<file path="src/common/procPkg.sv">
// Shared word and register-index types plus opcode, ALU-operation and immediate-kind enums
`default_nettype none

package procPkg;

   typedef logic [15:0] word_t;     // Data and address word
   typedef logic [2:0]  regAddr_t;  // Eight registers

   // Instruction bits 15 to 11
   typedef enum logic [4:0] {
      OpHalt  = 5'b00000,
      OpNop   = 5'b00001,
      OpJ     = 5'b00100,
      OpJr    = 5'b00101,
      OpJal   = 5'b00110,
      OpAddi  = 5'b01000,
      OpSubi  = 5'b01001,
      OpXori  = 5'b01010,
      OpAndni = 5'b01011,
      OpBeqz  = 5'b01100,
      OpBnez  = 5'b01101,
      OpSt    = 5'b10000,
      OpLd    = 5'b10001,
      OpLbi   = 5'b11000,
      OpRtype = 5'b11011
   } opcode_e;

   // Also the R-type function code in bits 1 to 0
   typedef enum logic [1:0] {
      AluAdd  = 2'b00,
      AluSub  = 2'b01,  // Second operand minus Rs
      AluXor  = 2'b10,
      AluAndn = 2'b11   // Rs and not second operand
   } aluOp_e;

   typedef enum logic [1:0] {
      ImmSign5  = 2'b00,
      ImmZero5  = 2'b01,  // xori, andni
      ImmSign8  = 2'b10,
      ImmSign11 = 2'b11
   } immKind_e;

endpackage

`default_nettype wire
</file>
<file path="src/hdl/memory.sv">
// Data memory with sync write and writeback select between ALU result and load data
`timescale 1ns/1ps
`default_nettype none

module memory #(
   parameter int dmemAddrBits = 8
) (
   input  logic           clk,
   input  logic           reset,
   input  procPkg::word_t addr,
   input  procPkg::word_t dataIn,
   input  logic           memEnable,
   input  logic           memWr,
   input  logic           val2Reg,
   output procPkg::word_t Writeback
);

   procPkg::word_t dmem [2**dmemAddrBits];
   logic [dmemAddrBits-1:0] wordIdx;

   assign wordIdx = addr[dmemAddrBits:1];    // Word addressed

   // Load data returns in the same cycle
   assign Writeback = val2Reg ? dmem[wordIdx] : addr;

   always_ff @(posedge clk) begin
      if (memEnable && memWr && !reset)     // No stores during reset
         dmem[wordIdx] <= dataIn;
   end

endmodule

`default_nettype wire

</file>
<file path="config.mk">
export PLATFORM = sky130hd
export DESIGN_NAME = memory
export DESIGN_NICKNAME = d
export VERILOG_FILES = /design/src/common/procPkg.sv /design/src/hdl/memory.sv
export SDC_FILE = /design/constraint.sdc
export NUM_CORES = 2
export LEC_CHECK = 0
export ABC_AREA = 1
export ABC_CLOCK_PERIOD_IN_PS = 4900
export CORE_ASPECT_RATIO = 0.6
export CORE_MARGIN = 2
export CORE_UTILIZATION = 47
export DETAILED_ROUTE_END_ITERATION = 7
export DONT_BUFFER_PORTS = 1
export SLEW_MARGIN = 20
export SYNTH_ARGS = -nofsm -noshare
export SYNTH_HDL_FRONTEND = slang
export SYNTH_SLANG_ARGS = --single-unit
</file>
<file path="constraint.sdc">
create_clock -name clk -period 4.9 [get_ports clk]
set_input_delay 0.245 -clock clk [delete_from_list [all_inputs] [get_ports clk]]
set_output_delay 0.245 -clock clk [all_outputs]
set_load 0.1 [all_outputs]
</file>
==> results.yml <==
final_layout:
  areaGrowthSynthToFinish_pct: 14.2
  final_common_cell: "nand2_1"
  final_cell_mix: "8076 x nand2_1, 4096 x edfxtp_1, 886 x nor2_1, 645 x buf_4, 382 x clkbuf_16"
  top_regs: "dmem (4096)"
  top_register: "dmem"
  largest_reg_flops: 4096
  design_area_mm2: 0.189
  final_nets: 15294
  fill_cells: 29515
  stdcell_count: 20224
  final_util: 0.540
  drive_gt1_frac: 0.0892
sta:
  slew_headroom: -0.0900
  hold_viol: 0
  whs_ns: 0.147
  finalSetupViolCount: 12
  rsz0062_at_grt: "no"
  worst_pin_slew_ns: 1.64
  drv_slew: 129
  setup_tns_ns: -1.80
  period_needed_ns: 5.25
  fmax_ghz: 0.191
  final.setup.worst_slack_ns: -0.347
  fin_crit_sh: 1.07
die:
  die_w_um: 770
  dieArea_mm2: 0.357
  ios: 53
  start_util: 0.473
  die_y_um: 463
  core-area_mm2: 0.350
  rows: 168
grt:
  grt_pass1_vias: 100775
  grt_max_degree: 572
  grt_pass1_wl_mm: 738
  track_usage: 0.283
  grt-ovfl-total: 0
  antenna_found_initial: 18
cts:
  path_clk_slew_ns: 0.07
  cts_max_path_buffers: 4
  post-cts-setup-buffers: 0
  htreeDepth: 5
  cts-root-buf: "clkbuf_16"
  cts_inserted_buffers: 370
  cts_tree: "yes"
  cts_sinks: 4096
hold_path:
  min_path_cells: 4
  hp-class: "in2reg"
synth:
  ys_warn_count: 0
  synth.yosys.seq_area_share: 0.744
  syn_avg_cell_area_um2: 11.2
  syn_inst: 14800
  synth-seq-cells: 4096
  ys_types: 24
  syn-num-nets: 14837
  syn-cell-area_mm2: 0.165
detailed_routing:
  drc_errors: 0
  ant_nets: 0
  vias: 110236
  wl_per_cell_um: 25.4
  drt_iter0_drc: 15237
  via_per_inst: 5.45
  drt_wl_total_mm: 513
  first_pass_iters: 6
placed_design:
  dp_slack_ns: -1.10
  dp.cells: 19496
  routabilityCongestion: 0.890
  io_buffers: 0
  placed_area_mm2: 0.175
  place_hpwl_mm: 280
setup_path:
  path_class: "in2out"
  critPathCaptureType: "output port"
  cp.arrival_ns: 5.00
  cp-start-kind: "primary input"
  worstPathRequired_ns: 4.66
  worstPathMaxFanout: 195
run:
  drv_cap: 0
run_status:
  status: "finished with violations"
  violations: "slew limit, setup timing"
pwr:
  p_leak_nw: 72.3
  ir_drop_mv: 0.295
  power_mw: 72.6
  p_per_area_mw_per_mm2: 385
==> per-layer routing <==
metal / global-route usage / vias up / wire, um
met3: 0.0791 / 740 / 66100
li1: - / 50309 / -
met4: 0.0734 / 10 / 14700
met2: 0.382 / 5950 / 204000
met5: 0 / - / 75
met1: 0.446 / 53227 / 228000
==> what timing repair did <==
action                                  in CTS  in global routing
endpoints found under the setup margin      16                 13
pin swaps                                    0                  0
hold buffers                                25                  7
resized for setup                            1                  1
hold endpoints to repair                  4096                472
cloned                                       7                  2
==> critical path: stages <==
cell	delay, ns
buf_16	0.49
buf_16	0.30
buf_16	0.30
buf_16	0.23
nor2_4	0.17
buf_4	0.49
buf_4	0.41
nand2_1	0.10
nand4_1	0.12
nand2_1	0.08
nand2_1	0.09
nor2_1	0.07
nor2_1	0.13
nor2_1	0.13
nand2_1	0.11
nand2_1	0.07
nand2_1	0.22
nor2_1	0.08
buf_4	0.17
nor2_2	0.12
buf_12	0.19
==> synth_stat cells <==
library cell,number,share of area
nand3_1,258,0.0078
inv_1,17,0.00039
clkbuf_1,247,0.0056
o21ai_1,92,0.0028
nand3b_1,1,0.000045
clkbuf_2,1,0.000030
inv_6,1,0.000053
nor3_1,1,0.000030
a21oi_1,205,0.0062
nor3_2,2,0.00012
clkinv_1,5,0.00011
buf_4,20,0.00091
nand4_1,210,0.0079
o21ai_0,132,0.0040
a22oi_1,10,0.00045
inv_2,2,0.000045
nor2_4,1,0.000068
nand2_1,8094,0.18
nor2_1,909,0.021
buf_1,45,0.0010
buf_2,445,0.013
edfxtp_1,4096,0.74
nor2_2,4,0.00015
buf_6,2,0.00014
==> cells by family after synthesis <==
kind of cell    after synthesis  share of synthesized area
compound gates              439                     0.0134
flops                      4096                      0.744
simple gates               9480                      0.221
buf+inv                     785                     0.0218
==> final timing paths <==
path | from | end | slack (ns)
setup / recovery | addr[1] | Writeback[14] | -0.35
hold / removal | addr[8] | dmem[80][12] | 0.15
==> layout make-up <==
type	count	area, um2	share of cell area
timing repair buffer	845	9120	0.0483
clock buffer	462	9820	0.0520
inverter	25	143	0.000756
multi-input combinational	9919	38800	0.206
clock inverter	197	1920	0.0102
sequential	4096	123000	0.652
tap	4675	5850	0.0310
antenna	5	12.5	0.0000663
==> power by group <==
part           internal (mW)  total (mW)  switching (mW)
sequential              38.5        38.6         0.00480
clock                   16.2        29.2            13.1
combinational           1.25        4.81            3.55
No activity file was read; power rests on OpenSTA's default activity.
