**src/common/procPkg.sv**
```systemverilog
// Shared word and register-index types plus opcode, ALU-operation and immediate-kind enums
`default_nettype none

package procPkg;

   typedef logic [15:0] word_t;     // Data and address word
   typedef logic [2:0]  regAddr_t;  // Eight registers

   // Instruction bits 15 to 11
   typedef enum logic [4:0] {
      OpHalt  = 5'b00000,
      OpNop   = 5'b00001,
      OpJ     = 5'b00100,
      OpJr    = 5'b00101,
      OpJal   = 5'b00110,
      OpAddi  = 5'b01000,
      OpSubi  = 5'b01001,
      OpXori  = 5'b01010,
      OpAndni = 5'b01011,
      OpBeqz  = 5'b01100,
      OpBnez  = 5'b01101,
      OpSt    = 5'b10000,
      OpLd    = 5'b10001,
      OpLbi   = 5'b11000,
      OpRtype = 5'b11011
   } opcode_e;

   // Also the R-type function code in bits 1 to 0
   typedef enum logic [1:0] {
      AluAdd  = 2'b00,
      AluSub  = 2'b01,  // Second operand minus Rs
      AluXor  = 2'b10,
      AluAndn = 2'b11   // Rs and not second operand
   } aluOp_e;

   typedef enum logic [1:0] {
      ImmSign5  = 2'b00,
      ImmZero5  = 2'b01,  // xori, andni
      ImmSign8  = 2'b10,
      ImmSign11 = 2'b11
   } immKind_e;

endpackage

`default_nettype wire
```
**src/hdl/execute.sv**
```systemverilog
// ALU with second-operand select and zero and sign flags
`timescale 1ns/1ps
`default_nettype none

module execute (
   input  procPkg::word_t  rsData,
   input  procPkg::word_t  rtData,
   input  procPkg::word_t  immExt,
   input  logic            aluSel,
   input  procPkg::aluOp_e aluOp,
   output procPkg::word_t  aluOut,
   output logic            zero,
   output logic            sign
);

   procPkg::word_t opB;

   assign opB = aluSel ? immExt : rtData;   // Immediate or Rt

   always_comb begin
      case (aluOp)
         procPkg::AluAdd:  aluOut = rsData + opB;
         procPkg::AluSub:  aluOut = opB - rsData;    // Reversed operands
         procPkg::AluXor:  aluOut = rsData ^ opB;
         procPkg::AluAndn: aluOut = rsData & ~opB;
         default:          aluOut = '0;
      endcase
   end

   // Flags from the result
   assign zero = (aluOut == '0);
   assign sign = aluOut[15];

endmodule

`default_nettype wire

```
**config.mk**
```make
export PLATFORM = sky130hd
export DESIGN_NAME = execute
export DESIGN_NICKNAME = d
export VERILOG_FILES = /design/src/common/procPkg.sv /design/src/hdl/execute.sv
export SDC_FILE = /design/constraint.sdc
export NUM_CORES = 1
export LEC_CHECK = 0
export BUFFER_PORTS_ARGS = -buffer_cell sky130_fd_sc_hd__buf_2
export CORE_MARGIN = 10
export CORE_UTILIZATION = 48
export DETAILED_ROUTE_END_ITERATION = 16
export GPL_TIMING_DRIVEN = 0
export PLACE_DENSITY = 0.88
export SYNTH_ARGS = -nofsm -noshare
export SYNTH_HDL_FRONTEND = slang
export SYNTH_SLANG_ARGS = --single-unit
```
**constraint.sdc**
```tcl
create_clock -name vclk -period 4.4
set_input_delay 0.66 -clock vclk [all_inputs]
set_output_delay 0.66 -clock vclk [all_outputs]
set_load 0.05 [all_outputs]
```
==> impl_metrics.json <==
{
  "numPortBuffers": 66,
  "grt_pass1_vias": 2457,
  "synth_fp_nets": 355,
  "timing.hold.ws_ns": 1.86,
  "worstPathMaxFanout": 4,
  "drtPass1Iterations": 5,
  "drt_wl_total_microns": 8070,
  "yosys-top-cells-area": "ha_1 21%, mux2i_1 12%, nand2_1 5.1%, inv_1 4.9%, xnor2_1 4.1%",
  "final_layout_size_suffix_gt1_share_pct": 39.8,
  "crit_path_frequent_cell": "nor4_4",
  "track_usage_pct": 18.2,
  "ant_nets": 0,
  "vias_per_cell": 6.41,
  "grt_util_met1_pct": 22.1,
  "num_vias": 2608,
  "rows": 22,
  "setup_viol": 4,
  "antenna_found_initial": 0,
  "core_area_sq_um": 3740,
  "grt-ovfl-total": 0,
  "seq_cell_count": 0,
  "synth_cell_types": 47,
  "power_density_nw_per_um2": 233,
  "diodes": 0,
  "crit_path_end_kind": "output pin",
  "period_share_pct": 108,
  "syn_area_sq_um": 1910,
  "rsz0062_at_grt": "true",
  "slew_viol_final": 0,
  "wl_per_cell_microns": 19.8,
  "status": "finished with violations",
  "gp_congestion": 0.883,
  "crit_family": "simple AND/OR/NAND/NOR gates",
  "die-area_sq_um": 6910,
  "critPathLaunchType": "primary input",
  "drtIter0Drc": 229,
  "max_stage_delay_ns": 0.51,
  "grt_busiest_layer": "met2",
  "drc": 0,
  "hpwl_microns": 5260,
  "synth.avg_cell_area_sq_um": 7.05,
  "grt_max_degree": 19,
  "max_freq_mhz": 211,
  "grt_pass1_wl_microns": 11400,
  "netlist.area_leader.share_pct": 20.9,
  "design_area_sq_um": 2940,
  "power.leakage_nw": 1.44,
  "layout.area.seq_sq_um": 0,
  "die_x_microns": 83.1,
  "max_cap_viol_count": 0,
  "fill_cells": 243,
  "crit_path_top_delay_cell": "or4_4",
  "critical_path_class": "primary input to output pin",
  "relSlewSlack_pct": 64.4,
  "area_growth_pct": 53.5,
  "hold_class": "primary input to output pin",
  "final_nets": 445,
  "crit_required_ns": 3.74,
  "hold_buffers": 0,
  "cp-startpoint": "rsData[3]",
  "timing.final.ws_setup_ns": -0.342,
  "yosysMostFrequentCell": "ha_1",
  "die_h_microns": 83.1,
  "fin_crit_ns": 4.74,
  "start_util_pct": 51.1,
  "ios": 69,
  "violations": "setup timing",
  "use_met3_pct": 2.25,
  "cp_data_arrival_time_ns": 4.08,
  "met2_usage_pct": 33.0,
  "syn_inst": 271,
  "hold_viol_final": 0,
  "synth.largest_area_cell": "ha_1",
  "crit_buf_inv": 3,
  "synthTopCellsByCount": "32 x ha_1, 26 x nand2_1, 25 x inv_1",
  "clkbuf_count": 0,
  "crit_chain": "buf_12 > nor4_4 > nand2_1 > o21ai_2 > xor2_1 > ha_2 > a2111o_1 > o2111ai_2 > nand2_2 > buf_4 > mux2_2 > o211ai_1 > or4_4 > nor4_4 > buf_6",
  "synth-warning-count": 0,
  "peakVddDrop_mv": 0.148,
  "worstMarginPinSlew_ns": 0.535,
  "ys_seq_area_share_pct": 0,
  "place_area_sq_um": 2500,
  "hp-start": "aluOp[1]"
}
## per-stage QoR
stage               setup TNS, ns  util, %  setup slack (ns)  total power [W]  instances
finish                     -0.794     78.4            -0.342         0.000684        407
global route                -1.36     78.4            -0.512         0.000725        407
CTS                        -0.343     71.6            -0.217         0.000604        398
detailed placement          -1.09     66.7            -0.621         0.000557        385
global placement           -0.852     66.7            -0.580         0.000542        385
floorplan                  -0.482        -            -0.437         0.000431        271
## logic make-up after synthesis
family	after synthesis	synth area share [%]
buffers and inverters	36	7.46
xor gates and xnor gates	18	8.25
and+or+nand+nor	90	24.1
adders and majority gates	33	22.0
AOI/OAI and AO/OA	70	25.6
muxes	24	12.6
## layout make-up
type / instances / area, sq um / area share, %
repair buffers: 89 / 601 / 20.5
multi-input cells: 235 / 2090 / 71.2
well taps: 48 / 60.1 / 2.05
plain buffers: 9 / 85.1 / 2.90
inverters: 26 / 100 / 3.41
## power by group
group          total, W  switching (W)  internal [W]
clock network         0              0             0
registers             0              0             0
logic          0.000684       0.000425      0.000258
## path summary, 6_finish.rpt
kind / to / slack (ns) / cells past startpoint
setup / recovery: zero / -0.34 / 15
hold / removal: aluOut[2] / 1.86 / 3
## timing repair
action                     CTS  global route
buffers inserted            14             9
setup endpoints to repair    4             5
gates resized for setup     23            37
pin swaps                   23            10
hold endpoints to repair     0             0
## metal layers
metal,up-vias,wire (microns),share of wire (%)
met3,37,682,8.5
met5,-,0,0
met4,0,290,3.6
met2,189,3940,49
met1,1212,3160,39
li1,1170,-,-
## cell usage in the layout, fill, tap and decap left out, types with 4 or more instances in the layout
| cell | count |
|---|---|
| nor2_1 | 18 |
| mux2i_1 | 23 |
| nand2_1 | 24 |
| buf_2 | 58 |
| ha_1 | 26 |
| a21o_1 | 4 |
| nor2b_1 | 6 |
| inv_1 | 25 |
| buf_4 | 20 |
| buf_6 | 12 |
| a21oi_1 | 9 |
| nand2b_1 | 7 |
| nor3_1 | 4 |
| o31ai_1 | 4 |
| o21ai_0 | 9 |
| nor3b_1 | 4 |
| xor2_1 | 8 |
| o21ai_1 | 5 |
| ha_2 | 4 |
| a211oi_1 | 4 |
| o211ai_1 | 4 |
| xnor2_1 | 8 |
(Power assumes the default switching activity.)
