[src/common/procPkg.sv]
// Shared word and register-index types plus opcode, ALU-operation and immediate-kind enums
`default_nettype none

package procPkg;

   typedef logic [15:0] word_t;     // Data and address word
   typedef logic [2:0]  regAddr_t;  // Eight registers

   // Instruction bits 15 to 11
   typedef enum logic [4:0] {
      OpHalt  = 5'b00000,
      OpNop   = 5'b00001,
      OpJ     = 5'b00100,
      OpJr    = 5'b00101,
      OpJal   = 5'b00110,
      OpAddi  = 5'b01000,
      OpSubi  = 5'b01001,
      OpXori  = 5'b01010,
      OpAndni = 5'b01011,
      OpBeqz  = 5'b01100,
      OpBnez  = 5'b01101,
      OpSt    = 5'b10000,
      OpLd    = 5'b10001,
      OpLbi   = 5'b11000,
      OpRtype = 5'b11011
   } opcode_e;

   // Also the R-type function code in bits 1 to 0
   typedef enum logic [1:0] {
      AluAdd  = 2'b00,
      AluSub  = 2'b01,  // Second operand minus Rs
      AluXor  = 2'b10,
      AluAndn = 2'b11   // Rs and not second operand
   } aluOp_e;

   typedef enum logic [1:0] {
      ImmSign5  = 2'b00,
      ImmZero5  = 2'b01,  // xori, andni
      ImmSign8  = 2'b10,
      ImmSign11 = 2'b11
   } immKind_e;

endpackage

`default_nettype wire
[src/fetch/fetch.sv]
// Fetch stage with program counter, next-PC select, halt latch and instruction memory
`timescale 1ns/1ps
`default_nettype none

module fetch #(
   parameter int imemAddrBits = 8
) (
   input  logic                    clk,
   input  logic                    reset,
   input  logic                    halt,
   input  logic                    pcSel,
   input  logic                    regJmp,
   input  procPkg::word_t          immExt,
   input  procPkg::word_t          rsData,
   input  logic                    imemWrEn,
   input  logic [imemAddrBits-1:0] imemAddr,
   input  procPkg::word_t          imemData,
   output procPkg::word_t          Instr,
   output procPkg::word_t          PC,
   output logic                    halted
);

   procPkg::word_t imem [2**imemAddrBits];  // Program store
   procPkg::word_t pcInc;
   procPkg::word_t pcNext;

   assign pcInc = PC + 16'd2;
   assign Instr = imem[PC[imemAddrBits:1]];  // Async read, word index

   always_comb begin
      pcNext = pcInc;                 // Fall through
      if (halt || halted)
         pcNext = PC;                 // Hold on halt and after
      else if (regJmp)
         pcNext = rsData + immExt;    // jr
      else if (pcSel)
         pcNext = pcInc + immExt;     // Taken branch, j, jal
   end

   always_ff @(posedge clk) begin
      if (reset) begin
         PC     <= '0;
         halted <= 1'b0;
      end else begin
         PC <= pcNext;
         if (halt)
            halted <= 1'b1;           // Sticky until reset
      end
   end

   // Load port from the testbench
   always_ff @(posedge clk) begin
      if (imemWrEn)
         imem[imemAddr] <= imemData;
   end

endmodule

`default_nettype wire

[config.mk]
export PLATFORM = sky130hd
export DESIGN_NAME = fetch
export DESIGN_NICKNAME = d
export VERILOG_FILES = /design/src/common/procPkg.sv /design/src/fetch/fetch.sv
export SDC_FILE = /design/constraint.sdc
export NUM_CORES = 2
export LEC_CHECK = 0
export BUFFER_PORTS_ARGS = -buffer_cell sky130_fd_sc_hd__buf_4
export CAP_MARGIN = 20
export CORE_MARGIN = 8
export CORE_UTILIZATION = 60
export CTS_CLUSTER_DIAMETER = 150
export DETAILED_ROUTE_END_ITERATION = 8
export PLACE_DENSITY_LB_ADDON = 0.25
export SYNTH_ARGS = -nofsm -noshare
export SYNTH_HDL_FRONTEND = slang
export SYNTH_SLANG_ARGS = --single-unit
[constraint.sdc]
create_clock -name clk -period 4.7 [get_ports clk]
set_clock_uncertainty 0.15 [all_clocks]
set_input_delay 0.94 -clock clk [delete_from_list [all_inputs] [get_ports clk]]
set_output_delay 0.94 -clock clk [all_outputs]
set_load 0.01 [all_outputs]
==> run_results.csv <==
group,metric,value,unit
pwr,peakVddDrop,456,µV
floorplanning,chipHeight,531,µm
placed_design,preCtsSetupSlack,-909,ps
logic_synthesis,syn_area_per_cell,24.3,µm²
sta,min_period,5860,ps
pwr,power_switching,17.7,mW
logic_synthesis,netlist_area,0.159,mm²
worst_setup_path,cp.arrival,4770,ps
worst_setup_path,critical_path_required,3610,ps
worst_setup_path,path_buf_inv,7,
route,drtAntennaViolNets,0,
run,drv_cap,0,
pwr,p_int,61.7,mW
sta,tightest_slew,1390,ps
clocking,path_clk_slew,60,ps
placed_design,place_area,0.169,mm²
floorplanning,io_pins,95,
logic_synthesis,synthFlopType,"edfxtp_1",
clocking,clock_sinks,4121,
placed_design,dpl.hpwl,231000,µm
worst_setup_path,worstSetupPathType,"reg2out",
clocking,cts_max_level,5,
logic_synthesis,ys_async_sr_fraction,0,
route,dr.pass1.iters,5,
logic_synthesis,syn-num-nets,6666,
sta,setup_violations,16,
sta,fin_tns_setup,-16370,ps
sta,rsz0062_at_grt,"true",
placed_design,gp_congestion,0.841,
global_route,top_usage_layer,"met2",
sta,fmax,171,MHz
global_route,grt-ovfl-total,0,
worst_setup_path,rr_startpoint,"PC[1]",
sta,timing.hold.ws,233,ps
outcome,violations,"setup timing",
global_route,grt_pass1_wl,588000,µm
global_route,use_met2,0.463,
layout,syn_to_final_growth,15.5,%
clocking,cts_buffer_depth,4,
logic_synthesis,synth_cell_types,45,
global_route,grtUsageMet1,0.406,
worst_setup_path,cpPeakStageDelay,570,ps
route,viasPerCell,6.88,
clocking,root_buffer,"clkbuf_16",
global_route,grt_pass1_vias,78401,
sta,slew_headroom,0.0715,
worst_setup_path,worst_path_most_repeated_cell,"buf_12",
pwr,p_per_area,431,mW/mm²
floorplanning,die_w,531,µm
logic_synthesis,synth-edff-count,4096,
worst_setup_path,cp-end-kind,"primary output",
global_route,met3_usage,0.0591,
route,routedWlPerCell,36.7,µm
floorplanning,core,0.265,mm²
logic_synthesis,syn_inst,6567,
global_route,grt_max_degree,168,
clocking,numCtsBuffers,406,
sta,maxSlewViolCount,0,
logic_synthesis,yosysSeqAreaShare,0.775,
sta,hold_viol_final,0,
outcome,status,"finished, violations left",
pwr,power.leakage,57.1,nW
floorplanning,fp.dieArea,0.282,mm²
worst_hold_path,min_from,"reset",
floorplanning,rows,189,
clocking,clk-insertion-delay-late,900,ps
pwr,clkPwrFrac,0.396,
logic_synthesis,synth-seq-cells,4121,
route,drcViolationCount,0,
floorplanning,start_util,0.602,
worst_setup_path,crit_chain,"buf_12 -> buf_12 -> buf_16 -> buf_12 -> buf_12 -> mux4_2 -> mux4_2 -> mux4_2 -> a211oi_4 -> buf_4 -> a2111oi_4 -> buf_4",
worst_setup_path,cpLargestDelayFamily,"multiplexers",
logic_synthesis,yosys_warnings,0,
layout,regArea,0.124,mm²
clocking,cts_tree,"built",
worst_setup_path,startpoint_type,"flop",
layout,nets,7557,
placed_design,port-buffer-count,94,
pwr,swShare,0.223,
layout,fill_cells,15003,
layout,final_util,0.696,
pwr,seqPwrFrac,0.511,
worst_setup_path,worst-path-max-fanout,7,
route,wl,416000,µm
worst_setup_path,cp_slowest_cell,"mux4_2",
pwr,share_comb_of_total_power,0.092,
global_route,grt_usage,0.290,
route,dr_total_vias,77824,
sta,period_share,1.25,
layout,multi_input_area,0.0347,mm²
worst_hold_path,hp-class,"in2reg",
route,drt_iter0_markers,11960,
layout,drive_gt1_frac,0.361,
layout,design_area,0.184,mm²
global_route,antenna_found_initial,20,
sta,setup_slack,-1160,ps
path summary, 6_finish.rpt:
path / cells past startpoint / slack [ps] / end
min reg2reg: 2 / 340 / PC[0]
max: 12 / -1160 / Instr[4]
min: 2 / 230 / halted
max reg2reg: 13 / 820 / PC[15]
power by group through the flow:
| stage | clock network [mW] | registers [mW] | logic [mW] |
|---|---|---|---|
| 2_1_floorplan | 0 | 41.3 | 3.65 |
| 3_3_place_gp | 0 | 41.3 | 6.50 |
| 3_5_place_dp | 0 | 41.4 | 6.65 |
| 4_1_cts | 31.7 | 40.6 | 7.20 |
| 5_1_grt | 33.1 | 40.6 | 7.58 |
| 6_report | 31.4 | 40.6 | 7.32 |
cell usage in the layout (no fill, tap or decap), types with 10 or more instances in the layout:
| cell type | instances |
|---|---|
| bufinv_16 | 32 |
| a211oi_4 | 13 |
| buf_12 | 104 |
| mux4_2 | 1312 |
| buf_4 | 633 |
| dfxtp_1 | 19 |
| nor2_1 | 266 |
| nor2_2 | 37 |
| buf_6 | 58 |
| nor3_1 | 17 |
| ha_1 | 35 |
| buf_16 | 23 |
| xor2_1 | 18 |
| clkinv_1 | 103 |
| diode_2 | 10 |
| edfxtp_1 | 4096 |
| a22o_1 | 15 |
| a21oi_1 | 27 |
| clkbuf_16 | 416 |
| clkinv_2 | 67 |
| xnor2_1 | 20 |
| clkbuf_8 | 16 |
| nor2b_1 | 41 |
| nand2_1 | 47 |
| a2111oi_4 | 14 |
| inv_1 | 12 |
| a211oi_1 | 22 |
| nand3_1 | 22 |
| o21ai_0 | 17 |
| clkbuf_1 | 80 |
| mux2i_1 | 49 |
| nand4_1 | 15 |
area by class of cell:
cell class | count | share of cell area
Timing Repair Buffer | 849 | 0.0473
Antenna cell | 10 | 0.000136
Multi-Input combinational cell | 2068 | 0.188
Sequential cell | 4121 | 0.671
Clock inverter | 231 | 0.0114
Clock buffer | 493 | 0.0578
Tap cell | 3533 | 0.0240
Inverter | 12 | 0.000245
metrics by stage:
stage	std cells	power (mW)
floorplan	6567	45.0
global placement	10462	47.8
detailed placement	10470	48.0
CTS	11265	79.4
global route	11312	81.2
finish	11317	79.3
sequential cells by signal, indices dropped and copies added (netlist names), named ones only:
signal	cells
imem	4096
PC	16
halted	1
Yosys cell counts (4+ instances only):
cell type / instances / share of area
nor3_1: 17 / 0.00053
buf_6: 20 / 0.0014
buf_4: 49 / 0.0023
xor2_1: 18 / 0.00099
o211ai_1: 6 / 0.00028
buf_2: 112 / 0.0035
mux4_2: 1312 / 0.19
a21oi_1: 27 / 0.00085
dfxtp_1: 25 / 0.0031
nor2_1: 303 / 0.0071
or3_1: 5 / 0.00020
a211oi_1: 44 / 0.0021
nand2_1: 47 / 0.0011
ha_1: 35 / 0.0027
nand2b_1: 8 / 0.00031
xnor2_1: 20 / 0.0011
nand3_1: 31 / 0.00097
inv_1: 12 / 0.00028
nand4_1: 15 / 0.00059
o21a_1: 5 / 0.00024
a2111oi_0: 17 / 0.00093
nor2b_1: 46 / 0.0018
buf_1: 19 / 0.00045
mux2i_1: 51 / 0.0032
o21ai_0: 17 / 0.00053
a22o_1: 16 / 0.00088
edfxtp_1: 4096 / 0.77
a21o_1: 4 / 0.00019
clkbuf_1: 166 / 0.0039
repair_timing:
| action | CTS | global route |
|---|---|---|
| resized for setup | 148 | 39 |
| pin swaps | 24 | 19 |
| gates cloned | 20 | 3 |
| setup endpoints to repair | 16 | 16 |
| hold buffers | 0 | 0 |
| setup buffers | 60 | 51 |
cells by family after synthesis:
family | Yosys count | share of synthesized area
xor+xnor | 38 | 0.00209
mux | 1363 | 0.189
simple gates | 478 | 0.0129
buf+inv | 378 | 0.0119
fa+ha+maj | 37 | 0.00300
flops | 4121 | 0.775
compound gates | 152 | 0.00680
routing by layer:
metal  wire [µm]  up-vias
li1            -    30170
met1      148000    41416
met2      202000     5454
met3       48200      780
met4       17200        4
met5          23        -
worst reg2reg max path, cell delays in order (launching register included):
cell	delay [ps]
dfxtp_1	540
ha_1	300
nand3_1	120
xnor2_1	170
ha_1	220
nor3_1	350
nand2_1	100
a211oi_1	450
nor3_1	140
o221a_2	310
o41ai_1	460
xnor2_1	220
a21o_1	150
o211ai_1	80
Power figures use the tool's default switching activity.
