[src/common/procPkg.sv]
// Shared word and register-index types plus opcode, ALU-operation and immediate-kind enums
`default_nettype none

package procPkg;

   typedef logic [15:0] word_t;     // Data and address word
   typedef logic [2:0]  regAddr_t;  // Eight registers

   // Instruction bits 15 to 11
   typedef enum logic [4:0] {
      OpHalt  = 5'b00000,
      OpNop   = 5'b00001,
      OpJ     = 5'b00100,
      OpJr    = 5'b00101,
      OpJal   = 5'b00110,
      OpAddi  = 5'b01000,
      OpSubi  = 5'b01001,
      OpXori  = 5'b01010,
      OpAndni = 5'b01011,
      OpBeqz  = 5'b01100,
      OpBnez  = 5'b01101,
      OpSt    = 5'b10000,
      OpLd    = 5'b10001,
      OpLbi   = 5'b11000,
      OpRtype = 5'b11011
   } opcode_e;

   // Also the R-type function code in bits 1 to 0
   typedef enum logic [1:0] {
      AluAdd  = 2'b00,
      AluSub  = 2'b01,  // Second operand minus Rs
      AluXor  = 2'b10,
      AluAndn = 2'b11   // Rs and not second operand
   } aluOp_e;

   typedef enum logic [1:0] {
      ImmSign5  = 2'b00,
      ImmZero5  = 2'b01,  // xori, andni
      ImmSign8  = 2'b10,
      ImmSign11 = 2'b11
   } immKind_e;

endpackage

`default_nettype wire
[src/hdl/control.sv]
// Main decoder with enables, selects, ALU operation, branch resolution and illegal-opcode trap
`timescale 1ns/1ps
`default_nettype none

module control (
   input  procPkg::opcode_e  opcode,
   input  procPkg::aluOp_e   funct,
   input  logic              zero,
   input  logic              sign,
   output logic              regWrite,
   output logic              iFormat,
   output logic              lbi,
   output logic              link,
   output logic              store,
   output logic              pcSel,
   output logic              regJmp,
   output logic              halt,
   output logic              memEnable,
   output logic              memWr,
   output logic              val2Reg,
   output logic              aluSel,
   output procPkg::aluOp_e   aluOp,
   output procPkg::immKind_e immKind,
   output logic              err
);

   always_comb begin
      // Defaults act as a nop
      regWrite  = 1'b0;
      iFormat   = 1'b1;    // Only R-type clears it
      lbi       = 1'b0;
      link      = 1'b0;
      store     = 1'b0;
      pcSel     = 1'b0;
      regJmp    = 1'b0;
      halt      = 1'b0;
      memEnable = 1'b0;
      memWr     = 1'b0;
      val2Reg   = 1'b0;
      aluSel    = 1'b1;    // Immediate operand
      aluOp     = procPkg::AluAdd;
      immKind   = procPkg::ImmSign5;
      err       = 1'b0;
      case (opcode)
         procPkg::OpHalt: halt = 1'b1;
         procPkg::OpNop: ;
         procPkg::OpAddi: regWrite = 1'b1;
         procPkg::OpSubi: begin
            regWrite = 1'b1;
            aluOp    = procPkg::AluSub;   // imm - Rs
         end
         procPkg::OpXori, procPkg::OpAndni: begin
            regWrite = 1'b1;
            immKind  = procPkg::ImmZero5;
            aluOp    = (opcode == procPkg::OpXori) ? procPkg::AluXor : procPkg::AluAndn;
         end
         procPkg::OpRtype: begin
            regWrite = 1'b1;
            iFormat  = 1'b0;
            aluSel   = 1'b0;
            aluOp    = funct;
         end
         procPkg::OpLbi: begin
            regWrite = 1'b1;
            lbi      = 1'b1;
            immKind  = procPkg::ImmSign8;
         end
         procPkg::OpSt: begin
            store     = 1'b1;
            memEnable = 1'b1;
            memWr     = 1'b1;
         end
         procPkg::OpLd: begin
            regWrite  = 1'b1;
            memEnable = 1'b1;
            val2Reg   = 1'b1;
         end
         procPkg::OpBeqz, procPkg::OpBnez: begin
            immKind = procPkg::ImmSign8;
            aluSel  = 1'b0;                 // rtData is zero here
            aluOp   = procPkg::AluAndn;     // Rs passes unchanged
            // Negative implies nonzero
            pcSel   = (opcode == procPkg::OpBeqz) ? zero : (sign || !zero);
         end
         procPkg::OpJ: begin
            pcSel   = 1'b1;
            immKind = procPkg::ImmSign11;
         end
         procPkg::OpJal: begin
            pcSel    = 1'b1;
            link     = 1'b1;
            regWrite = 1'b1;                // PC + 2 into r7
            immKind  = procPkg::ImmSign11;
         end
         procPkg::OpJr: regJmp = 1'b1;     // Rs + imm5
         default: err = 1'b1;              // Undefined opcode, behaves as nop
      endcase
   end

endmodule

`default_nettype wire

[config.mk]
export PLATFORM = sky130hd
export DESIGN_NAME = control
export DESIGN_NICKNAME = d
export VERILOG_FILES = /design/src/common/procPkg.sv /design/src/hdl/control.sv
export SDC_FILE = /design/constraint.sdc
export NUM_CORES = 1
export LEC_CHECK = 0
export ABC_CLOCK_PERIOD_IN_PS = 900
export BUFFER_PORTS_ARGS = -buffer_cell sky130_fd_sc_hd__buf_2
export CAP_MARGIN = 20
export CORE_AREA = 8 8 45 47
export DETAILED_ROUTE_END_ITERATION = 16
export DIE_AREA = 0 0 53 55
export PLACE_DENSITY = 0.52
export SYNTH_ARGS = -nofsm -noshare
export SYNTH_HDL_FRONTEND = slang
export SYNTH_SLANG_ARGS = --single-unit
[constraint.sdc]
create_clock -name vclk -period 0.9
set_input_delay 0.045 -clock vclk [all_inputs]
set_output_delay 0.045 -clock vclk [all_outputs]
set_load 0.005 [all_outputs]
==> metrics.md, run 1 <==
| Metric | Value |
|---|---|
| Status | complete, but fails checks |
| Failing checks | negative setup slack |
| Final Hold Viols | 0 |
| First-pass GRT wire length | 1.95 mm |
| Initial antenna violation count | 0 |
| VDD IR max | 0.229 mV |
| Number of global-route vias before repair | 474 |
| Tmin final | 0.912 ns |
| Final ANT Viol Nets | 0 |
| Slew margin rel. | 0.818 |
| Crit Path Class | in -> out |
| Largest net degree at the start of global routing | 11 |
| Detailed Routing Iterations Pass 1 | 2 |
| Max Cap Violations | 0 |
| Final #Nets | 93 |
| Post-DP Area | 519 um^2 |
| Core outline area | 1380 um^2 |
| Final-report setup violation count | 1 |
| # fillers | 145 |
| Syn nets | 60 |
| FF+latch count | 0 |
| # diodes | 0 |
| Mapped Cells | 51 |
| Io pins | 26 |
| Crit end category | primary output |
| Worst Hold Class | in -> out |
| Register Area | 0 um^2 |
| Routed len/inst | 13.8 um |
| PwrDens | 407 nW/um^2 |
| Die area | 2920 um^2 |
| Sequential area share after synthesis | 0 |
| CP startpoint kind | input pin |
| Mapped Area | 335 um^2 |
| Via/cell ratio | 5.02 |
| Clock Buffer Count | 0 |
| Synth top area cells | and2b_1 (11%), nand2b_1 (9.3%), nor4b_4 (7.1%), o21ai_0 (6.0%), and3_1 (5.6%) |
| Layout cell share with drive strength beyond 1 | 0.585 |
| Initial DRC count | 1 |
| WL final | 1.35 mm |
| RePlAce Congestion | 0.737 |
| Row count | 14 |
| IO buf count | 26 |
| Final HPWL DP | 1.02 mm |
| Setup WS pre-CTS | -0.0912 ns |
| Pleak | 0.341 nW |
| Die height | 55 um |
| CP Data Required Time | 0.85 ns |
| CTS Hold Buffers Added | 0 |
| Synthesis Warnings | 0 |
| Post-synthesis area per instance | 6.57 um^2 |
| RSZ-0062 raised after global routing | true |
| Max-slew violations | 0 |
| Yosys top cell area share | 0.112 |
| DR vias | 492 |
| Netlist cell types | 25 |
| Final worst-path setup slack | -0.0120 ns |
| Residual DRC count | 0 |
| GRT overflow | 0 |
| Die X | 53 um |
| Area Overhead vs Synth | 91.8% |
| Fin crit share | 1.01 |
| Starting Density | 0.242 |
| WP data arrival | 0.87 ns |
| Worst-Margin Slew | 0.270 ns |
| CP max FO | 2 |
| Cell taking the most area after synthesis | and2b_1 |
| Total GRT Usage | 0.0796 |
| Post-layout instance area | 643 um^2 |
| Max Freq | 1100 MHz |
[critical path: stages]
cell     delay (ns)
buf_6          0.10
nor4b_4        0.12
and2_1         0.13
or3_1          0.34
buf_2          0.14
[layout make-up]
type | count | area (um^2) | area share
repair buffers | 37 | 277 | 0.430
multi-input cells | 43 | 339 | 0.527
inverters | 2 | 7.51 | 0.0117
well taps | 16 | 20.0 | 0.0311
[final timing paths]
path | from | endpoint | slack (ns) | cells past startpoint
min | opcode[0] | memWr | 0.35 | 3
max | opcode[4] | regWrite | -0.01 | 5
[metrics by stage]
step / hold slack [ns] / power (mW) / TNS, ns / util / std cells
after global routing: 0.370 / 0.286 / -0.204 / 0.465 / 98
after floorplan: 0.116 / 0.109 / 0 / - / 51
after detailed placement: 0.428 / 0.201 / -0.395 / 0.375 / 97
after global placement: 0.416 / 0.198 / -0.296 / 0.375 / 97
final: 0.352 / 0.262 / -0.0120 / 0.465 / 98
after CTS: 0.364 / 0.235 / -0.0118 / 0.429 / 98
[kinds of logic (layout without fill, tap and decap cells)]
logic type / after synthesis / after routing / share of synthesized area
buffers and inverters: 8 / 39 / 0.146
AND/OR/NAND/NOR: 29 / 29 / 0.593
AO/OA/AOI/OAI: 14 / 14 / 0.261
[metal layers]
metal / share of wire / vias to the layer above / GRT usage
li1: - / 243 / -
met2: 0.55 / 11 / 0.158
met5: 0 / - / 0
met3: 0.036 / 0 / 0.00802
met4: 0 / 0 / 0
met1: 0.41 / 238 / 0.0935
[layout by cell type, fill, tap and decap left out, types with 2 or more instances in the layout]
cell,instances
a21oi_2,2
buf_4,8
buf_12,2
inv_1,2
buf_6,5
buf_2,21
and2b_1,4
nor2_1,2
and3_1,3
nand2b_4,3
o21ai_0,3
nand2b_1,2
nand3_1,2
o211ai_1,2
a21o_1,2
[cells in the mapped netlist]
master and instances:
and2_1 1, or3_1 1, buf_2 3, nor3_1 1, nand4bb_1 1, buf_6 1, nor4b_1 1, nor4b_4 1
nand4_1 1, and3_1 3, o21ai_0 4, o211ai_1 2, inv_1 2, nor2_1 3, nand2b_1 5, a21oi_1 3
nand3_1 2, nand2_1 1, a21boi_0 1, nor2b_1 2, and2b_1 5, buf_4 2, a21o_1 2, nor4_1 1
a22oi_1 2
[power by group]
| group | switching (mW) | internal (mW) | leakage [nW] |
|---|---|---|---|
| combinational | 0.115 | 0.147 | 0.341 |
| clock | 0 | 0 | 0 |
| sequential | 0 | 0 | 0 |
[timing repair]
action,CTS,global route
gates resized for setup,15,13
endpoints found under the setup margin,7,11
setup buffers,1,0
pin swaps,4,3
(Power assumes the default switching activity.)
==> inputs of run 2 (changes only) <==
--- a/config.mk
+++ b/config.mk
@@ -5,7 +5,7 @@
 export SDC_FILE = /design/constraint.sdc
 export NUM_CORES = 1
 export LEC_CHECK = 0
-export ABC_CLOCK_PERIOD_IN_PS = 900
+export ABC_CLOCK_PERIOD_IN_PS = 1200
 export BUFFER_PORTS_ARGS = -buffer_cell sky130_fd_sc_hd__buf_2
 export CAP_MARGIN = 20
 export CORE_AREA = 8 8 45 47
==> constraint.sdc (replaced) <==
create_clock -name vclk -period 1.2
set_input_delay 0.06 -clock vclk [all_inputs]
set_output_delay 0.06 -clock vclk [all_outputs]
set_load 0.005 [all_outputs]
==> run 2 against run 1 <==
The run now ends clean. Critical path type unchanged. Hold slack improved by 0.11 ns. Final area fell by 30%. Core utilization fell by 14 points. Power fell by 51%. Flip-flop and latch count did not move. Largest cell class unchanged. Global-route usage fell by 0.11 points. Setup slack improved by 0.13 ns. Count of clock-buffer cells in the layout did not move. Critical path depth did not move. Non-clock buffer count fell by 10. Via count fell by 11%.
==> metrics.md, run 2 (synthesis gave the netlist of run 1 again) <==
| Metric | Value |
|---|---|
| Setup WS pre-CTS | 0.122 ns (+0.213 ns) |
| Final Hold Viols | 0 (unchanged) |
| VDD IR max | 0.128 mV (-44%) |
| Number of global-route vias before repair | 449 (-5.3%) |
| # fillers | 166 (+14%) |
| Final ANT Viol Nets | 0 (unchanged) |
| Max-slew violations | 0 (unchanged) |
| CP Data Required Time | 1.14 ns (+0.29 ns) |
| GRT overflow | 0 (unchanged) |
| Crit Path Class | in -> out |
| Critical Path End | regWrite |
| Residual DRC count | 0 (unchanged) |
| Post-cts gate resize count | 0 (-15) |
| Min-delay src | funct[0] |
| Area taken by multi-input logic gates | 287 um^2 (-15%) |
| Die X | 53 um (unchanged) |
| Final worst-path setup slack | 0.118 ns (+0.130 ns) |
| # Post-CTS Setup Buffers | 0 (-1) |
| Io pins | 26 (unchanged) |
| Register Area | 0 um^2 (unchanged) |
| Pleak | 0.252 nW (-26%) |
| Row count | 14 (unchanged) |
| Seq pwr share | 0 (unchanged) |
| CP max FO | 14 (+12) |
| Routed len/inst | 12.8 um (-6.9%) |
| Most frequent cells in the layout | buf_2 (26), and2b_1 (5), nand2b_1 (5) |
| Initial antenna violation count | 0 (unchanged) |
| Commonest non-fill, non-tap cell in the layout | buf_2 |
| Clock Buffer Count | 0 (unchanged) |
| CP startpoint kind | input pin |
| Psw | 0.0682 mW (-41%) |
| Core outline area | 1380 um^2 (unchanged) |
| Status | finished clean |
| Area Overhead vs Synth | 34.7% |
| Slew margin rel. | 0.800 (-0.0182) |
| # diodes | 0 (unchanged) |
| Die height | 55 um (unchanged) |
| Tmin final | 1.08 ns |
| Final setup TNS | 0 ns (+0.0120 ns) |
| Largest net degree at the start of global routing | 15 (+4) |
| Layout cell share with drive strength beyond 1 | 0.389 (-0.196) |
| Switching share of power | 0.536 (+0.0982) |
| Worst Hold Class | in -> out |
| Final #Nets | 83 (-11%) |
| WL final | 1.13 mm (-16%) |
| Critical path startpoint | opcode[1] |
| Max Freq | 924 MHz |
| Via/cell ratio | 5.00 (-0.41%) |
| Final HPWL DP | 914 um (-10%) |
| Max Cap Violations | 0 (unchanged) |
| Worst-Margin Slew | 0.297 ns (+0.0268 ns) |
| FF+latch count | 0 (unchanged) |
| RSZ-0062 raised after global routing | false |
| WP data arrival | 1.02 ns (+0.15 ns) |
| Final-report setup violation count | 0 (-1) |
| DR vias | 440 (-11%) |
| Die area | 2920 um^2 (unchanged) |
| Initial DRC count | 1 (unchanged) |
| Combinational fraction of design power | 1.000 (about the same) |
| Internal power | 0.0590 mW (-60%) |
| IO buf count | 26 (unchanged) |
| Total GRT Usage | 0.0785 (-0.00109) |
| RePlAce Congestion | 0.736 (-0.18%) |
| First-pass GRT wire length | 1.93 mm (-1.0%) |
| CTS Hold Buffers Added | 0 (unchanged) |
| Clk network pwr share | 0 (unchanged) |
| Detailed Routing Iterations Pass 1 | 4 (+2) |
| Starting Density | 0.242 (unchanged) |
| Crit end category | primary output |
| Fin crit share | 0.902 |
| PwrDens | 282 nW/um^2 (-31%) |
==> run 2: cell count changes in the layout (fill, tap and decap cells not counted), moves of 2 or more <==
cell      delta
nand2b_4     -3
buf_6        -5
a21oi_1      +2
nand2b_1     +3
buf_2        +5
buf_4        -7
buf_12       -2
a21oi_2      -2
==> run 2: metal layers <==
metal  global-route usage  share of wire
met1               0.0905           0.43
met2                0.154           0.51
met3               0.0134          0.059
met4                    0              0
met5                    0              0
==> run 2: worst min-delay path by stage <==
stage,end,slack (ns),cells past startpoint
global route,aluOp[0],0.49,4
CTS,aluOp[0],0.47,4
global placement,aluOp[1],0.46,4
floorplan,memEnable,0.15,1
finish,aluOp[0],0.46,4
detailed placement,aluOp[1],0.47,4
==> run 2: metrics by stage <==
step	utilization	cell area (um^2)	instances	power (mW)	hold slack [ns]
after floorplan	-	335	51	0.0821	0.146
after global placement	0.326	452	88	0.128	0.457
after detailed placement	0.326	452	88	0.129	0.467
after CTS	0.326	452	88	0.129	0.467
after global routing	0.326	452	88	0.146	0.486
final	0.326	452	88	0.127	0.462
==> run 2: critical path, cell delays in order <==
cell	delay, ns
buf_2	0.23
nor4b_4	0.08
and2_1	0.17
or3_1	0.35
buf_2	0.13
==> run 2: area by class of cell <==
cell class / instances / area share
multi-input cells: 43 / 0.634
repair buffers: 27 / 0.305
inverters: 2 / 0.0166
well taps: 16 / 0.0443
==> run 2: power by group through the flow <==
stage / logic (mW) / clock network (mW) / registers (mW)
after floorplan: 0.0821 / 0 / 0
after global placement: 0.128 / 0 / 0
after detailed placement: 0.129 / 0 / 0
after CTS: 0.129 / 0 / 0
after global routing: 0.146 / 0 / 0
final: 0.127 / 0 / 0
