`src/common/procPkg.sv`:
```
// Shared word and register-index types plus opcode, ALU-operation and immediate-kind enums
`default_nettype none

package procPkg;

   typedef logic [15:0] word_t;     // Data and address word
   typedef logic [2:0]  regAddr_t;  // Eight registers

   // Instruction bits 15 to 11
   typedef enum logic [4:0] {
      OpHalt  = 5'b00000,
      OpNop   = 5'b00001,
      OpJ     = 5'b00100,
      OpJr    = 5'b00101,
      OpJal   = 5'b00110,
      OpAddi  = 5'b01000,
      OpSubi  = 5'b01001,
      OpXori  = 5'b01010,
      OpAndni = 5'b01011,
      OpBeqz  = 5'b01100,
      OpBnez  = 5'b01101,
      OpSt    = 5'b10000,
      OpLd    = 5'b10001,
      OpLbi   = 5'b11000,
      OpRtype = 5'b11011
   } opcode_e;

   // Also the R-type function code in bits 1 to 0
   typedef enum logic [1:0] {
      AluAdd  = 2'b00,
      AluSub  = 2'b01,  // Second operand minus Rs
      AluXor  = 2'b10,
      AluAndn = 2'b11   // Rs and not second operand
   } aluOp_e;

   typedef enum logic [1:0] {
      ImmSign5  = 2'b00,
      ImmZero5  = 2'b01,  // xori, andni
      ImmSign8  = 2'b10,
      ImmSign11 = 2'b11
   } immKind_e;

endpackage

`default_nettype wire
```
`src/decode/decode.sv`:
```
// Decode stage with register file, immediate extension, destination and write-value select
`timescale 1ns/1ps
`default_nettype none

module decode (
   input  logic               clk,
   input  logic               reset,
   input  procPkg::word_t     Instr,
   input  procPkg::word_t     PC,
   input  procPkg::word_t     Writeback,
   input  logic               regWrite,
   input  logic               lbi,
   input  logic               link,
   input  logic               iFormat,
   input  logic               store,
   input  procPkg::immKind_e  immKind,
   output procPkg::word_t     rsData,
   output procPkg::word_t     rtData,
   output procPkg::word_t     immExt,
   output logic               regWrEn,
   output procPkg::regAddr_t  regWrAddr,
   output procPkg::word_t     regWrData
);

   procPkg::word_t rdData2;

   regFile rf (
      .clk     (clk),
      .reset   (reset),
      .rdAddr1 (Instr[10:8]),   // Rs
      .rdAddr2 (Instr[7:5]),    // Rt, or Rd of a store
      .wrAddr  (regWrAddr),
      .wrEn    (regWrEn),
      .wrData  (regWrData),
      .rdData1 (rsData),
      .rdData2 (rdData2)
   );

   // Port 2 only for R-type and stores, zero lets the ALU pass Rs through
   assign rtData = (store || !iFormat) ? rdData2 : '0;

   always_comb begin
      case (immKind)
         procPkg::ImmSign5:  immExt = {{11{Instr[4]}}, Instr[4:0]};
         procPkg::ImmZero5:  immExt = {11'b0, Instr[4:0]};
         procPkg::ImmSign8:  immExt = {{8{Instr[7]}}, Instr[7:0]};
         procPkg::ImmSign11: immExt = {{5{Instr[10]}}, Instr[10:0]};
         default:            immExt = '0;
      endcase
   end

   // Destination register
   always_comb begin
      if (link)
         regWrAddr = 3'd7;          // jal
      else if (lbi)
         regWrAddr = Instr[10:8];   // lbi writes Rs
      else if (iFormat)
         regWrAddr = Instr[7:5];
      else
         regWrAddr = Instr[4:2];    // R-format Rd
   end

   assign regWrData = link ? PC + 16'd2 : (lbi ? immExt : Writeback);
   assign regWrEn   = regWrite;

endmodule

`default_nettype wire

```
`src/decode/regFile.sv`:
```
// Eight-entry register file with two async read ports and one sync write port
`timescale 1ns/1ps
`default_nettype none

module regFile (
   input  logic              clk,
   input  logic              reset,
   input  procPkg::regAddr_t rdAddr1,
   input  procPkg::regAddr_t rdAddr2,
   input  procPkg::regAddr_t wrAddr,
   input  logic              wrEn,
   input  procPkg::word_t    wrData,
   output procPkg::word_t    rdData1,
   output procPkg::word_t    rdData2
);

   procPkg::word_t regs [8];

   // No write bypass
   assign rdData1 = regs[rdAddr1];
   assign rdData2 = regs[rdAddr2];

   always_ff @(posedge clk) begin
      if (reset)
         regs <= '{default: '0};
      else if (wrEn)
         regs[wrAddr] <= wrData;
   end

endmodule

`default_nettype wire

```
`config.mk`:
```
export PLATFORM = sky130hd
export DESIGN_NAME = decode
export DESIGN_NICKNAME = d
export VERILOG_FILES = /design/src/common/procPkg.sv /design/src/decode/decode.sv /design/src/decode/regFile.sv
export SDC_FILE = /design/constraint.sdc
export NUM_CORES = 1
export LEC_CHECK = 0
export ABC_AREA = 1
export BUFFER_PORTS_ARGS = -buffer_cell sky130_fd_sc_hd__buf_2
export CAP_MARGIN = 20
export CELL_PAD_IN_SITES_DETAIL_PLACEMENT = 1
export CELL_PAD_IN_SITES_GLOBAL_PLACEMENT = 2
export CORE_MARGIN = 2
export CORE_UTILIZATION = 27
export DETAILED_ROUTE_END_ITERATION = 12
export GPL_ROUTABILITY_DRIVEN = 0
export PLACE_DENSITY_LB_ADDON = 0.1
export REMOVE_ABC_BUFFERS = 1
export SYNTH_ARGS = -nofsm -noshare
export SYNTH_HDL_FRONTEND = slang
export SYNTH_SLANG_ARGS = --single-unit
export TNS_END_PERCENT = 10
```
`constraint.sdc`:
```
create_clock -name clk -period 1.2 [get_ports clk]
set_input_delay 0.06 -clock clk [delete_from_list [all_inputs] [get_ports clk]]
set_output_delay 0.06 -clock clk [all_outputs]
set_load 0.02 [all_outputs]
```
==> impl_metrics.tcl, run 1 <==
set metrics [dict create \
    status "complete, but fails checks" \
    violations "negative setup slack" \
    grt_pass1_vias 10102 \
    wire_per_inst_microns 20.82 \
    finalSetupViolations 45 \
    wirelength_mm 39.68 \
    hold_viol 0 \
    grt_max_degree 56 \
    synthesis.area_sq_um 7836 \
    layout-drive-gt1-share_pct 31.27 \
    required_ns 1.14 \
    antenna_cells 0 \
    yosys.area.top_type "dfxtp_1" \
    largest_reg_flops 128 \
    ys_types 32 \
    crit_chain "inv_2 -> a21oi_1 -> o21ai_1 -> nand3_1 -> nand2_1 -> a31oi_2 -> buf_4" \
    peakVddDrop_mv 1.019 \
    gr-usage-met2_pct 43.60 \
    synth_area_leaders "dfxtp_1 (33%), o21ai_0 (17%), nor2_1 (14%)" \
    ys_ff_latch 128 \
    post_cts.repair.setup_buffers 0 \
    start_util_pct 27.38 \
    reg_top3 "rf.regs x128" \
    syn_area_per_cell_sq_um 6.103 \
    postRouteAntennaNets 0 \
    grt_overflow_total 0 \
    slowest_delay_ns 0.33 \
    finalInstanceArea_sq_um 11250 \
    grt_pass1_wl_mm 60.61 \
    boundaryPins 125 \
    slew_violations 0 \
    gr-usage-all-layers_pct 26.39 \
    cts-root-buf "clkbuf_16" \
    h-tree-depth 4 \
    top_usage_layer "met2" \
    rows 62 \
    worst_pin_slew_ns 0.4458 \
    yosysTopAreaCellShare_pct 32.70 \
    final_nets 1567 \
    yosysWarnings 0 \
    syn2layout_area_growth_pct 43.51 \
    core_area_sq_um 28630 \
    hold_class "in -> reg" \
    viasPerCell 5.091 \
    grt_use_met3_pct 4.046 \
    place.port_buffers 119 \
    cts_buffer_depth 2 \
    timing.final.ws_setup_ns -0.3971 \
    fin_setup_tns_ns -11.52 \
    layout_commonest_cell "nor2_1" \
    synth-seq-area-share_pct 32.70 \
    rsz0062_at_grt "yes" \
    via_count 9703 \
    firstDrtPassIters 5 \
    antenna_found_initial 0 \
    n_fill_cell 3630 \
    layout_common_cells "nor2_1 (286), o21ai_0 (188), buf_4 (180)" \
    leakage_nw 4.967 \
    period_minus_slack_ns 1.597 \
    fin_crit_sh_pct 133.1 \
    clk_pin_slew_ns 0.06 \
    cp_max_fo 3 \
    hpwl_mm 28.56 \
    post-route-util_pct 39.29 \
    worstSetupPathType "reg -> out" \
    use_met1_pct 35.33 \
    cp-end-kind "output port" \
    slowest_stage "dfxtp_2" \
    top_register "rf.regs" \
    placed_area_sq_um 10170 \
    dr.first_iter.drc_count 722 \
    startpoint_type "flop" \
    relSlewSlack_pct 69.97 \
    die_w_microns 174.4 \
    numCtsBuffers 17 \
    critPathArrivalTime_ns 1.54 \
    route.detailed.drc 0 \
    cts_tree "yes" \
    fin_skew_ns 0 \
    powerDensity_nw_per_um2 1191 \
    maxCapViolations 0 \
    dieArea_sq_um 30400 \
    die_h_microns 174.4 \
    clock-sinks 128 \
    max_freq_mhz 626.1 \
    synth_cells 1284 \
    instances_no_fill 1906 \
    dp_slack_ns -0.4747 \
    clock_latency_ns 0.43 \
    dp.cells 1873 \
]
[worst paths after layout]
| path | start | to | slack [ns] | depth (start not counted) |
|---|---|---|---|---|
| setup / recovery | rf.regs[44]$_SDFFE_PP0P_ | rtData[12] | -0.40 | 7 |
| hold / removal | Writeback[11] | rf.regs[123]$_SDFFE_PP0P_ | 0.09 | 5 |
| setup reg to reg | rf.regs[28]$_SDFFE_PP0P_ | rf.regs[28]$_SDFFE_PP0P_ | 0.50 | 4 |
| hold reg to reg | rf.regs[101]$_SDFFE_PP0P_ | rf.regs[101]$_SDFFE_PP0P_ | 0.46 | 2 |
[cell type report]
type / count / area [sq um] / area share (%)
tap: 384 / 480.5 / 4.272
multi-input combinational: 977 / 4750 / 42.23
inverter: 84 / 325.3 / 2.893
clock inverter: 13 / 161.4 / 1.435
sequential: 128 / 2614 / 23.24
timing repair buffer: 301 / 2462 / 21.90
clock buffer: 19 / 452.9 / 4.028
[metrics by stage]
stage / hold WS [ns] / power, W
after global routing: 0.1029 / 0.01393
after floorplan: 0.1200 / 0.005914
after global placement: 0.3562 / 0.007633
after CTS: 0.06981 / 0.01338
final: 0.08568 / 0.01339
after detailed placement: 0.3582 / 0.007661
[timing repair]
item	CTS	global route
gates resized for setup	152	100
endpoints found under the hold margin	1	0
pin swaps	25	34
setup endpoints to repair	70	98
hold buffers	1	0
[cells by family (layout without fill, tap and decap cells)]
logic type / count (synthesis) / after routing / share of synthesized area, %
compound gates: 440 / 440 / 29.17
xor+xnor: 2 / 2 / 0.2236
fa+ha+maj: 1 / 1 / 0.1596
buf+inv: 179 / 417 / 9.979
flops: 128 / 128 / 32.70
simple gates: 534 / 534 / 27.77
[routing by layer]
metal,part of all wire (%),vias up
met3,4.3,57
met4,2.4,0
met1,47,4715
met2,47,240
met5,0,-
li1,-,4691
[cells in the mapped netlist, drive strengths merged]
library cell  count
dfxtp           128
clkbuf           48
clkinv            1
nand3b            2
nand3            37
o21ai           275
nand4             6
a31oi            19
inv              83
a22oi             1
xnor2             1
or2               1
a21oi           133
xor2              1
ha                1
buf              47
a21o              1
nor2            300
o21bai            8
nand2           188
a221oi            3
[worst max-delay path: cells and delay by family (launching register included)]
family,cells,cell delay (ns)
AO/OA/AOI/OAI,3,0.36
AND/OR/NAND/NOR,2,0.19
flip-flops,1,0.33
buffers and inverters,2,0.22
[where the power goes]
group          total [W]  leakage (nW)  switching [W]  internal, W
clock            0.00555         0.291        0.00218      0.00338
combinational    0.00328          3.62        0.00202      0.00126
sequential       0.00456          1.06       0.000117      0.00444
No activity file was read; power rests on OpenSTA's default activity.
==> run 2, diff against run 1 <==
--- a/config.mk
+++ b/config.mk
@@ -18,5 +18,6 @@
 export REMOVE_ABC_BUFFERS = 1
 export SYNTH_ARGS = -nofsm -noshare
 export SYNTH_HDL_FRONTEND = slang
+export SYNTH_HIERARCHICAL = 1
 export SYNTH_SLANG_ARGS = --single-unit
 export TNS_END_PERCENT = 10
==> impl_metrics.tcl, run 2 <==
set metrics [dict create \
    status "complete, but fails checks" \
    violations "negative setup slack" \
    top_register "rf/regs" \
    async_flop_share_pct 0 \
    rows 65 \
    maxCapViolations 0 \
    rsz0062_at_grt "yes" \
    grt_pass1_vias 10492 \
    combPwrFrac_pct 28.1 \
    finalSetupViolations 41 \
    start_util_pct 27.30 \
    layout-drive-gt1-share_pct 37.19 \
    syn_area_per_cell_sq_um 5.661 \
    clock_power_share_pct 38.2 \
    boundaryPins 125 \
    slew_violations 0 \
    grt_use_met3_pct 3.213 \
    timing.final.ws_setup_ns -0.3090 \
    clock_latency_ns 0.42 \
    cts_tree "yes" \
    postCtsHoldBufs 0 \
    firstDrtPassIters 5 \
    syn2layout_area_growth_pct 41.90 \
    wire_per_inst_microns 18.71 \
    gr-usage-met2_pct 42.73 \
    clk_pin_slew_ns 0.06 \
    synth-edff-count 0 \
    powerDensity_nw_per_um2 1109 \
    critPathArrivalTime_ns 1.45 \
    p_int_w 0.008899 \
    postRouteAntennaNets 0 \
    dp_slack_ns -0.4453 \
    hpwl_mm 29.05 \
    leakage_nw 6.006 \
    layout_common_cells "nand2_1 (421), nor2_1 (287), dfxtp_2 (122)" \
    top_usage_layer "met2" \
    synth_cells 1518 \
    synth-seq-area-share_pct 29.82 \
    synth_commonest_cells "nand2_1 (480), nor2_1 (293), inv_1 (167), nand3_1 (145), dfxtp_1 (128)" \
    hold_viol 0 \
    synth_area_leaders "dfxtp_1 (30%), nand2_1 (21%), nor2_1 (13%)" \
    worst_pin_slew_ns 0.5325 \
    dr.first_iter.drc_count 405 \
    antenna_cells 0 \
    ys_ff_latch 128 \
    max_freq_mhz 662.7 \
    synth.most_common_cell "nand2_1" \
    fin_setup_tns_ns -6.822 \
    ys_types 32 \
    instances_no_fill 2120 \
    placed_area_sq_um 10780 \
    switching_power_w 0.004622 \
    use_met1_pct 32.40 \
    dp.cells 2086 \
    largest_reg_flops 128 \
    swShare_pct 34.18 \
    whs_ns 0.1079 \
    grt_overflow_total 0 \
    antenna_found_initial 0 \
    fin_crit_sh_pct 125.7 \
    period_minus_slack_ns 1.509 \
    cp_max_fo 2 \
    peakVddDrop_mv 0.8485 \
    synth-main-ff-cell "dfxtp_1" \
    finalInstanceArea_sq_um 12190 \
    clock-sinks 128 \
    relSlewSlack_pct 64.50 \
    h-tree-depth 4 \
    die_w_microns 182.4 \
    synthesis.area_sq_um 8593 \
    place.port_buffers 119 \
    yosysTopAreaCellShare_pct 29.82 \
    dieArea_sq_um 33270 \
    grt_max_degree 44 \
    route.detailed.drc 0 \
    core_area_sq_um 31470 \
    grt_pass1_wl_mm 61.63 \
    gr-usage-all-layers_pct 24.50 \
    cp-end-kind "output port" \
    final_nets 1763 \
    yosys.area.top_type "dfxtp_1" \
    cts-root-buf "clkbuf_16" \
    wirelength_mm 39.66 \
    numCtsBuffers 17 \
    required_ns 1.14 \
    reg_top3 "rf/regs x128" \
    die_h_microns 182.4 \
    startpoint_type "flop" \
    cts_buffer_depth 2 \
    layout_commonest_cell "nand2_1" \
    yosysWarnings 6 \
    viasPerCell 4.729 \
    hold_class "in -> reg" \
    fin_skew_ns 0 \
    worstSetupPathType "reg -> out" \
    seq_power_share_pct 33.7 \
    via_count 10026 \
]
-- run 2: changes by cell type in the layout (fill, tap and decap cells not counted), sizes merged, moves of 8 or more --
| cell | previous run | this run |
|---|---|---|
| o21ai | 275 | 146 |
| o21bai | 8 | 0 |
| a31oi | 19 | 0 |
| a21oi | 133 | 8 |
| buf | 299 | 261 |
| nand2 | 188 | 493 |
| nand3 | 37 | 150 |
| inv | 84 | 183 |
-- run 2: per-layer routing --
metal	vias to the layer above	wire, microns	part of all wire, %
li1	5024	-	-
met1	4792	18850	48
met2	182	19190	48
met3	28	1194	3.0
met4	0	417	1.1
met5	-	0	0
-- run 2: layout make-up --
cell class                 instances  area [sq um]
clock buffer                      18         439.2
clock inverter                    14         135.1
fill                            4101         19280
inverter                         182         714.4
multi-input combinational       1114          5179
sequential                       128          2715
tap                              402         503.0
timing repair buffer             262          2509
-- run 2: path summary, 6_finish.rpt --
kind	startpoint	cells past startpoint	to	slack [ns]
hold reg to reg	rf/regs[88]$_SDFFE_PP0P_	2	rf/regs[88]$_SDFFE_PP0P_	0.47
setup / recovery	rf/regs[3]$_SDFFE_PP0P_	9	rtData[3]	-0.31
hold / removal	reset	4	rf/regs[51]$_SDFFE_PP0P_	0.11
setup reg to reg	rf/regs[77]$_SDFFE_PP0P_	3	rf/regs[77]$_SDFFE_PP0P_	0.49
-- run 2: cells by family (layout without fill, tap and decap cells) --
kind of cell	count (synthesis)	in the layout	synth area share [%]
DFF	128	128	29.82
adders and majority gates	1	1	0.1456
AOI/OAI and AO/OA	159	159	9.406
buffers and inverters	276	476	14.44
and+or+nand+nor	954	954	46.19
-- run 2: what timing repair did --
| action | in CTS | in global routing |
|---|---|---|
| resized for setup | 231 | 175 |
| setup endpoints to repair | 48 | 130 |
| endpoints found under the hold margin | 0 | 0 |
| buffers inserted | 2 | 0 |
| pin swaps | 54 | 68 |
-- run 2: worst max-delay path: stages (launching register included) --
cell and delay [ns]:
dfxtp_2 0.33, inv_2 0.03, nand2_1 0.05, nand3_1 0.07, nand2_1 0.08, nand2_1 0.06
nand2_2 0.09, inv_2 0.05, nor2_4 0.12, buf_6 0.13
-- run 2: power groups by stage --
stage	clock network, W	logic, W	registers [W]
floorplan	0	0.00167	0.00458
global placement	0	0.00344	0.00460
detailed placement	0	0.00347	0.00460
CTS	0.00527	0.00369	0.00454
global route	0.00546	0.00417	0.00457
finish	0.00516	0.00381	0.00455
-- run 2: through the flow --
step	util, %	total power [W]
6_report	38.74	0.01352
5_1_grt	38.74	0.01420
4_1_cts	37.54	0.01350
3_5_place_dp	34.24	0.008071
3_3_place_gp	34.24	0.008037
2_1_floorplan	-	0.006247
